### config.mk
export PLATFORM = sky130hd
export DESIGN_NAME = host_link_ctrl
export DESIGN_NICKNAME = d
export VERILOG_FILES = /design/src/rtl/host_link_pkg.sv /design/src/rtl/apb_access.sv /design/src/rtl/cmd_sequencer.sv /design/src/rtl/host_link_ctrl.sv /design/src/rtl/rsp_framer.sv
export SDC_FILE = /design/constraint.sdc
export NUM_CORES = 1
export LEC_CHECK = 0
export BUFFER_PORTS_ARGS = -buffer_cell sky130_fd_sc_hd__buf_4
export CORE_ASPECT_RATIO = 1.5
export CORE_MARGIN = 8
export CORE_UTILIZATION = 51
export DETAILED_ROUTE_END_ITERATION = 16
export PLACE_DENSITY = 0.83
export REMOVE_ABC_BUFFERS = 1
export SYNTH_ARGS = -nofsm -noshare
export SYNTH_HDL_FRONTEND = slang
export SYNTH_SLANG_ARGS = --single-unit
### constraint.sdc
create_clock -name clk -period 2.7 [get_ports clk]
set_clock_uncertainty 0.05 [all_clocks]
set_input_delay 0.54 -clock clk [delete_from_list [all_inputs] [get_ports clk]]
set_output_delay 0.54 -clock clk [all_outputs]
set_load 0.1 [all_outputs]
### src/rtl/host_link_pkg.sv
`default_nettype none

package host_link_pkg;

  // One UART byte
  typedef logic [7:0] byte_t;

  // Command code, low nibble of the first command byte
  typedef logic [3:0] cmd_t;

  localparam cmd_t CMD_REG_READ  = 4'd1;
  localparam cmd_t CMD_REG_WRITE = 4'd2;
  localparam cmd_t CMD_TX_MSG    = 4'd3;  // Message path not served here

  // First byte of each response frame
  localparam byte_t RSP_CMD_ERR   = 8'hE0;
  localparam byte_t RSP_WRITE_RES = 8'hA2;
  localparam byte_t RSP_READ_RES  = 8'hA1;

  // Which response frame the framer sends
  typedef enum logic [1:0] {
    RSP_KIND_ERR   = 2'd0,
    RSP_KIND_WRITE = 2'd1,
    RSP_KIND_READ  = 2'd2
  } rsp_kind_t;

  // Frame lengths in bytes, code byte included
  localparam int unsigned RSP_LEN_ERR   = 2;
  localparam int unsigned RSP_LEN_WRITE = 3;
  localparam int unsigned RSP_LEN_READ  = 5;

  // Register bus geometry
  localparam int unsigned REG_ADDR_W     = 8;
  localparam int unsigned REG_DATA_W     = 32;
  localparam int unsigned REG_DATA_BYTES = REG_DATA_W / 8;

endpackage

`default_nettype wire

### src/rtl/apb_access.sv
`timescale 1ns/1ps
`default_nettype none

module apb_access (
  input  logic                                 clk,
  input  logic                                 rst_n,
  input  logic                                 acc_start,
  input  logic                                 acc_write,
  input  logic [host_link_pkg::REG_ADDR_W-1:0] acc_addr,
  input  logic [host_link_pkg::REG_DATA_W-1:0] acc_wdata,
  input  logic [host_link_pkg::REG_DATA_W-1:0] prdata,
  input  logic                                 pslverr,
  output logic                                 psel,
  output logic                                 penable,
  output logic                                 pwrite,
  output logic [host_link_pkg::REG_ADDR_W-1:0] paddr,
  output logic [host_link_pkg::REG_DATA_W-1:0] pwdata,
  output logic                                 acc_done,
  output logic [host_link_pkg::REG_DATA_W-1:0] acc_rdata,
  output logic                                 acc_err
);

  // Single bus cycle, select and enable together, zero wait states
  always_ff @(posedge clk or negedge rst_n) begin
    if (!rst_n) begin
      psel     <= 1'b0;
      penable  <= 1'b0;
      pwrite   <= 1'b0;
      paddr    <= '0;
      pwdata   <= '0;
      acc_done <= 1'b0;
    end else begin
      acc_done <= psel;  // Cycle after the bus cycle
      if (acc_start) begin
        psel    <= 1'b1;
        penable <= 1'b1;
        pwrite  <= acc_write;
        paddr   <= acc_addr;
        pwdata  <= acc_write ? acc_wdata : '0;
      end else begin
        psel    <= 1'b0;
        penable <= 1'b0;
        pwrite  <= 1'b0;
        paddr   <= '0;
        pwdata  <= '0;
      end
    end
  end

  // Slave answer is valid during the bus cycle itself
  always_ff @(posedge clk) begin
    if (psel) begin
      acc_err <= pslverr;
      if (!pwrite)
        acc_rdata <= prdata;
    end
  end

endmodule

`default_nettype wire

### src/rtl/cmd_sequencer.sv
`timescale 1ns/1ps
`default_nettype none

module cmd_sequencer #(
  parameter int unsigned RX_FAW = 3
) (
  input  logic                                 clk,
  input  logic                                 rst_n,
  input  host_link_pkg::byte_t [2**RX_FAW-1:0] rx_array,
  input  logic                                 rx_done,
  input  logic [RX_FAW-1:0]                    rx_level,
  input  logic [1:0]                           fatal_errors,
  output logic                                 rx_fifo_flush,
  output logic                                 ready,
  output logic                                 acc_start,
  output logic                                 acc_write,
  output logic [host_link_pkg::REG_ADDR_W-1:0] acc_addr,
  output logic [host_link_pkg::REG_DATA_W-1:0] acc_wdata,
  input  logic                                 acc_done,
  output logic                                 rsp_start,
  output host_link_pkg::rsp_kind_t             rsp_kind,
  output logic [host_link_pkg::REG_ADDR_W-1:0] rsp_addr,
  output host_link_pkg::byte_t                 rsp_err_byte,
  input  logic                                 rsp_done
);
  import host_link_pkg::*;

  typedef enum logic [2:0] {
    S_IDLE      = 3'd0,
    S_CMD       = 3'd1,
    S_ADDR_WAIT = 3'd2,
    S_ADDR      = 3'd3,
    S_DATA_WAIT = 3'd4,
    S_ACC       = 3'd5,
    S_RSP       = 3'd6
  } state_t;

  localparam logic [RX_FAW-1:0] RX_LVL_MAX = '1;  // Depth minus one

  state_t                state;
  cmd_t                  cmd;
  logic                  cmd_ok;
  logic                  cmd_err;
  logic [1:0]            fatal_r;
  logic                  data_ready;
  logic [REG_ADDR_W-1:0] addr;
  logic [REG_DATA_W-1:0] wdata;
  logic [REG_DATA_W-1:0] wdata_next;

  assign ready        = (rx_level < RX_LVL_MAX);
  assign acc_write    = (cmd == CMD_REG_WRITE);
  assign acc_addr     = addr;
  assign acc_wdata    = wdata;
  assign rsp_addr     = addr;
  assign rsp_err_byte = {5'b0, fatal_r, cmd_err};
  assign data_ready   = (rx_level == RX_FAW'(REG_DATA_BYTES));

  always_comb begin
    case (cmd_t'(rx_array[0][3:0]))
      CMD_REG_READ:  cmd_ok = 1'b1;
      CMD_REG_WRITE: cmd_ok = 1'b1;
      CMD_TX_MSG:    cmd_ok = 1'b0;  // Downlink message path removed
      default:       cmd_ok = 1'b0;
    endcase
  end

  // Data bytes arrive MSB first, entry 0 is the oldest
  always_comb begin
    wdata_next = '0;
    for (int i = 0; i < REG_DATA_BYTES; i++) begin
      wdata_next[REG_DATA_W-1-8*i -: 8] = rx_array[i];
    end
  end

  always_ff @(posedge clk or negedge rst_n) begin
    if (!rst_n) begin
      state         <= S_IDLE;
      cmd           <= '0;
      cmd_err       <= 1'b0;
      fatal_r       <= '0;
      rx_fifo_flush <= 1'b0;
      acc_start     <= 1'b0;
      rsp_start     <= 1'b0;
      rsp_kind      <= RSP_KIND_ERR;
    end else begin
      rx_fifo_flush <= 1'b0;
      acc_start     <= 1'b0;
      rsp_start     <= 1'b0;
      case (state)
        S_IDLE: begin
          if (rx_done)
            state <= S_CMD;
        end
        S_CMD: begin
          cmd           <= rx_array[0][3:0];
          cmd_err       <= !cmd_ok;
          fatal_r       <= '0;
          rx_fifo_flush <= 1'b1;  // Drop the command byte
          if (cmd_ok) begin
            state <= S_ADDR_WAIT;
          end else begin
            rsp_kind  <= RSP_KIND_ERR;
            rsp_start <= 1'b1;
            state     <= S_RSP;
          end
        end
        S_ADDR_WAIT: begin
          if (fatal_errors != '0) begin
            // UART broke while the address byte was due
            fatal_r   <= fatal_errors;
            rsp_kind  <= RSP_KIND_ERR;
            rsp_start <= 1'b1;
            state     <= S_RSP;
          end else if (rx_done) begin
            state <= S_ADDR;
          end
        end
        S_ADDR: begin
          rx_fifo_flush <= 1'b1;
          if (acc_write) begin
            state <= S_DATA_WAIT;
          end else begin
            acc_start <= 1'b1;  // Read goes straight to the bus
            state     <= S_ACC;
          end
        end
        S_DATA_WAIT: begin
          if (data_ready) begin
            rx_fifo_flush <= 1'b1;
            acc_start     <= 1'b1;
            state         <= S_ACC;
          end
        end
        S_ACC: begin
          if (acc_done) begin
            rsp_kind  <= acc_write ? RSP_KIND_WRITE : RSP_KIND_READ;
            rsp_start <= 1'b1;
            state     <= S_RSP;
          end
        end
        S_RSP: begin
          if (rsp_done)
            state <= S_IDLE;
        end
        default: state <= S_IDLE;
      endcase
    end
  end

  always_ff @(posedge clk) begin
    if (state == S_ADDR)
      addr <= rx_array[0];
    if (state == S_DATA_WAIT && data_ready)
      wdata <= wdata_next;
  end

endmodule

`default_nettype wire

### src/rtl/host_link_ctrl.sv
`timescale 1ns/1ps
`default_nettype none

module host_link_ctrl #(
  parameter int unsigned RX_FAW = 3,
  parameter int unsigned TX_FAW = 3
) (
  input  logic                                 clk,
  input  logic                                 rst_n,
  // Receive FIFO
  input  host_link_pkg::byte_t [2**RX_FAW-1:0] rx_array,
  input  logic                                 rx_done,
  input  logic [RX_FAW-1:0]                    rx_level,
  input  logic [1:0]                           fatal_errors,
  output logic                                 rx_fifo_flush,
  output logic                                 ready,
  // Transmit FIFO
  input  logic [TX_FAW-1:0]                    tx_level,
  input  logic                                 tx_grant,
  output logic                                 tx_req,
  output logic                                 tx_wr,
  output host_link_pkg::byte_t                 tx_wdata,
  // Register bus
  output logic                                 psel,
  output logic                                 penable,
  output logic                                 pwrite,
  output logic [host_link_pkg::REG_ADDR_W-1:0] paddr,
  output logic [host_link_pkg::REG_DATA_W-1:0] pwdata,
  input  logic [host_link_pkg::REG_DATA_W-1:0] prdata,
  input  logic                                 pslverr
);
  import host_link_pkg::*;

  logic                  acc_start;
  logic                  acc_write;
  logic [REG_ADDR_W-1:0] acc_addr;
  logic [REG_DATA_W-1:0] acc_wdata;
  logic                  acc_done;
  logic [REG_DATA_W-1:0] acc_rdata;
  logic                  acc_err;
  logic                  rsp_start;
  rsp_kind_t             rsp_kind;
  logic [REG_ADDR_W-1:0] rsp_addr;
  byte_t                 rsp_err_byte;
  logic                  rsp_done;

  cmd_sequencer #(
    .RX_FAW (RX_FAW)
  ) i_cmd_sequencer (
    .clk           (clk),
    .rst_n         (rst_n),
    .rx_array      (rx_array),
    .rx_done       (rx_done),
    .rx_level      (rx_level),
    .fatal_errors  (fatal_errors),
    .rx_fifo_flush (rx_fifo_flush),
    .ready         (ready),
    .acc_start     (acc_start),
    .acc_write     (acc_write),
    .acc_addr      (acc_addr),
    .acc_wdata     (acc_wdata),
    .acc_done      (acc_done),
    .rsp_start     (rsp_start),
    .rsp_kind      (rsp_kind),
    .rsp_addr      (rsp_addr),
    .rsp_err_byte  (rsp_err_byte),
    .rsp_done      (rsp_done)
  );

  apb_access i_apb_access (
    .clk       (clk),
    .rst_n     (rst_n),
    .acc_start (acc_start),
    .acc_write (acc_write),
    .acc_addr  (acc_addr),
    .acc_wdata (acc_wdata),
    .prdata    (prdata),
    .pslverr   (pslverr),
    .psel      (psel),
    .penable   (penable),
    .pwrite    (pwrite),
    .paddr     (paddr),
    .pwdata    (pwdata),
    .acc_done  (acc_done),
    .acc_rdata (acc_rdata),
    .acc_err   (acc_err)
  );

  rsp_framer #(
    .TX_FAW (TX_FAW)
  ) i_rsp_framer (
    .clk          (clk),
    .rst_n        (rst_n),
    .rsp_start    (rsp_start),
    .rsp_kind     (rsp_kind),
    .rsp_addr     (rsp_addr),
    .rsp_err_byte (rsp_err_byte),
    .acc_rdata    (acc_rdata),
    .acc_err      (acc_err),
    .tx_level     (tx_level),
    .tx_grant     (tx_grant),
    .tx_req       (tx_req),
    .tx_wr        (tx_wr),
    .tx_wdata     (tx_wdata),
    .rsp_done     (rsp_done)
  );

endmodule

`default_nettype wire

### src/rtl/rsp_framer.sv
`timescale 1ns/1ps
`default_nettype none

module rsp_framer #(
  parameter int unsigned TX_FAW = 3
) (
  input  logic                                 clk,
  input  logic                                 rst_n,
  input  logic                                 rsp_start,
  input  host_link_pkg::rsp_kind_t             rsp_kind,
  input  logic [host_link_pkg::REG_ADDR_W-1:0] rsp_addr,
  input  host_link_pkg::byte_t                 rsp_err_byte,
  input  logic [host_link_pkg::REG_DATA_W-1:0] acc_rdata,
  input  logic                                 acc_err,
  input  logic [TX_FAW-1:0]                    tx_level,
  input  logic                                 tx_grant,
  output logic                                 tx_req,
  output logic                                 tx_wr,
  output host_link_pkg::byte_t                 tx_wdata,
  output logic                                 rsp_done
);
  import host_link_pkg::*;

  rsp_kind_t         kind_r;
  logic [TX_FAW-1:0] cnt;  // Bytes written so far
  logic [TX_FAW-1:0] frame_len;
  byte_t             frame_byte;
  logic              wr_now;
  logic              frame_end;

  // Length and content of the frame, byte picked by cnt
  always_comb begin
    frame_byte = '0;
    case (kind_r)
      RSP_KIND_WRITE: begin
        frame_len = TX_FAW'(RSP_LEN_WRITE);
        if (cnt == '0)
          frame_byte = RSP_WRITE_RES;
        else if (cnt == TX_FAW'(1))
          frame_byte = byte_t'(rsp_addr);
        else
          frame_byte = {7'b0, acc_err};  // Slave error status
      end
      RSP_KIND_READ: begin
        frame_len = TX_FAW'(RSP_LEN_READ);
        if (cnt == '0)
          frame_byte = RSP_READ_RES;
        else if (cnt <= TX_FAW'(REG_DATA_BYTES))
          frame_byte = acc_rdata[REG_DATA_W - 8 * cnt +: 8];  // MSB first
      end
      default: begin
        frame_len  = TX_FAW'(RSP_LEN_ERR);
        frame_byte = (cnt == '0) ? RSP_CMD_ERR : rsp_err_byte;
      end
    endcase
  end

  // One byte per level step, never back to back
  assign wr_now = tx_req && tx_grant && !tx_wr && (tx_level == cnt) && (cnt < frame_len);

  assign frame_end = tx_req && (cnt == frame_len) && (tx_level == frame_len);

  always_ff @(posedge clk or negedge rst_n) begin
    if (!rst_n) begin
      kind_r   <= RSP_KIND_ERR;
      cnt      <= '0;
      tx_req   <= 1'b0;
      tx_wr    <= 1'b0;
      rsp_done <= 1'b0;
    end else begin
      rsp_done <= 1'b0;
      tx_wr    <= wr_now;
      if (rsp_start) begin
        kind_r <= rsp_kind;
        cnt    <= '0;
        tx_req <= 1'b1;  // Held until the whole frame is in the FIFO
      end else if (frame_end) begin
        tx_req   <= 1'b0;
        rsp_done <= 1'b1;
      end else if (wr_now) begin
        cnt <= cnt + 1'b1;
      end
    end
  end

  always_ff @(posedge clk) begin
    if (wr_now)
      tx_wdata <= frame_byte;
  end

endmodule

`default_nettype wire

==> reports/qor.csv <==
metric,value,unit
status,"complete, no violations",
syn avg cell area,15.6,µm²
P_leak,0.00320,µW
Post-DRT Antenna Nets,0,
fmax,401,MHz
Core Rows,46,
fin crit share,0.925,
Area Overhead vs Synth,30.9,%
Worst-Skew Late Latency,420,ps
PD cells,974,mW/mm²
# hold bufs at CTS,0,
worst vdd ir,0.511,mV
Max Root-Sink Buffers,2,
starting DRC count in detailed routing,131,
pin slew with the least headroom to its limit,1030,ps
Final GP Congestion,0.835,
final setup fails,0,
Top Metal Used,met4,
largest net degree at the start of global routing,67,
clock root cell,clkbuf_16,
initial antenna violation count,0,
total track usage,0.172,
Synth top cells by count,"edfxtp_1 (81), dfrtp_1 (66), and3_1 (32), nand2_1 (15)",
Critical Setup Path Class,reg -> reg,
Chip Width,101,µm
DRC,0,
Die Area,0.0145,mm²
final hold vios,0,
final wirelength,11700,µm
register area,0.00408,mm²
Slew Limit Fails,0,
Slew HR,0.312,
M1 WL,4330,µm
Critical Path AT,2740,ps
"CTS clk-pin slew, worst paths",60,ps
r2r setup slk,200,ps
I/O Pins,164,
number of global-route vias before repair,3817,
multiplexer area fraction after synthesis,0.0467,
CP Launch Type,flip-flop,
proportion of layout cells with a drive suffix above 1,0.378,
Fillers,785,
Post-synth EDFFs,81,
vias per cell,5.31,
Compound-Gate Fraction of Synth Area,0.0618,
"FFs w/ async S/R, synth",0.449,
WL per Instance,18.0,µm
DR WL met2,6400,µm
die height,144,µm
CTS resizes,0,
via total after detailed routing,3462,
Pre-Repair DR Iteration Count,4,
yosys warns,0,
post-CTS setup buffers,0,
required time worst endpoint,2950,ps
Util after Layout,0.686,
Nets,614,
Multi-input gate area,0.00135,mm²
CTS tree,yes,
prevailing post-synth register cell,edfxtp_1,
number of CTS-inserted buffers,17,
Mapped Cells,356,
max cap viols,0,
HP Class,in -> async,
R2R cell count,8,
port bufs,131,
crit path time final,2500,ps
diodes inserted,0,
CP Capture Type,flip-flop,
"count leader, synth",edfxtp_1,
Initial Util,0.524,
first-pass GRT wire length,18900,µm
register bit total from synthesis,147,
CTS sink cnt,147,
H-tree depth,4,
Mapped Area,0.00555,mm²
HPWL after detailed placement,8580,µm
met3 WL,873,µm
Synth area leaders,"edfxtp_1 (44%), dfrtp_1 (30%), and3_1 (3.6%)",
Fin Setup TNS,0,ps
distinct cell type count after synthesis,49,
Synth top area share,0.439,
largest family of logic cells by synthesized area,simple AND/OR/NAND/NOR gates,
core area,0.0106,mm²
xor/xnor share of the synthesized area,0.00790,
adder and majority gate portion of the synthesized area,0.0226,
Post-Synth Simple-Gate Area,0.103,
total global routing overflow,0,
crit path max fanout,7,
unrepaired setup endpoints after global routing,no,
"area leader, netlist",edfxtp_1,
post-synthesis sequential area ratio,0.736,
cell families after synthesis:
| kind of cell | Yosys count |
|---|---|
| flops | 147 |
| simple gates | 98 |
| compound gates | 51 |
| buf+inv | 30 |
| mux | 15 |
| fa+ha+maj | 10 |
| xor+xnor | 5 |
path summary, 6_finish.rpt:
| check | startpoint | to |
|---|---|---|
| worst max-delay path | i_rsp_framer.kind_r[0] | i_rsp_framer.cnt[2] |
| worst min-delay path | rst_n | i_apb_access.pwdata[6] |
| worst max register to register | i_rsp_framer.kind_r[0] | i_rsp_framer.cnt[2] |
| worst min register to register | i_cmd_sequencer.acc_wdata[30] | i_apb_access.pwdata[30] |
| max in group asynchronous | rst_n | i_apb_access.pwdata[29] |
| min in group clk | rx_array[26] | i_cmd_sequencer.acc_wdata[2] |
per-stage QoR:
step	std cells	hold slack [ps]	total power [µW]	area, µm²	setup slack (ps)
floorplan	340	194	4280	5480	-888
global placement	620	405	4800	6690	335
detailed placement	620	416	4880	6690	302
CTS	652	189	7120	7260	260
global route	652	226	7430	7260	42.4
finish	652	173	7080	7260	203
layout make-up:
type | instances | share of cell area
clock buffers | 17 | 0.0586
clock inverters | 15 | 0.0200
inverters | 14 | 0.00724
multi-input cells | 179 | 0.186
flip-flops and latches | 147 | 0.562
well taps | 144 | 0.0248
repair buffers | 136 | 0.141
power breakdown:
part	switching (µW)	leakage [µW]	internal [µW]
clock network	947	0.000277	1290
logic	1190	0.00130	692
registers	255	0.00163	2700
metal layers:
layer	vias to the layer above	global-route usage
met3	19	0.0688
met5	-	0
li1	1600	-
met1	1716	0.173
met4	0	0.0646
met2	127	0.309
flip-flops by register name, indices dropped and copies added, names as in the netlist:
register	count
i_rsp_framer.tx_req	1
i_cmd_sequencer.rx_fifo_flush	1
i_apb_access.acc_err	1
i_rsp_framer.tx_wr	1
i_cmd_sequencer.rsp_start	1
i_cmd_sequencer.cmd	4
i_cmd_sequencer.cmd_err	1
i_cmd_sequencer.acc_addr	8
i_apb_access.paddr	8
i_cmd_sequencer.acc_start	1
i_apb_access.pwrite	1
i_rsp_framer.cnt	3
i_rsp_framer.kind_r	2
i_rsp_framer.tx_wdata	8
i_cmd_sequencer.fatal_r	2
i_apb_access.pwdata	32
i_apb_access.acc_rdata	32
i_cmd_sequencer.state	3
i_rsp_framer.rsp_done	1
i_apb_access.psel	1
i_cmd_sequencer.rsp_kind	2
i_cmd_sequencer.acc_wdata	32
i_apb_access.acc_done	1
placed cells by master, fill, tap and decap left out, drive strengths merged, types with 2 or more instances in the layout:
cell | netlist | layout
a21o | 2 | 2
a21oi | 6 | 6
a22oi | 6 | 6
a31oi | 2 | 2
and2 | 11 | 11
and3 | 32 | 32
buf | 2 | 136
clkbuf | 14 | 17
clkinv | 0 | 4
clkinvlp | 0 | 2
dfrtp | 66 | 66
edfxtp | 81 | 81
ha | 10 | 10
inv | 14 | 22
mux2 | 7 | 7
mux4 | 8 | 8
nand2 | 15 | 15
nand3 | 2 | 2
nand4 | 4 | 4
nor2 | 14 | 14
nor2b | 5 | 5
nor4b | 2 | 2
o211ai | 2 | 2
o21ai | 20 | 20
o31ai | 3 | 3
or3b | 3 | 3
xnor2 | 5 | 5
worst max-delay path: stages, from the launching register on:
cell	delay (ps)
dfrtp_1	390
inv_1	80
ha_1	320
inv_1	90
ha_1	310
nand2_1	80
nand4_1	250
nor4b_1	440
mux2_1	360
No activity file was read; power rests on OpenSTA's default activity.
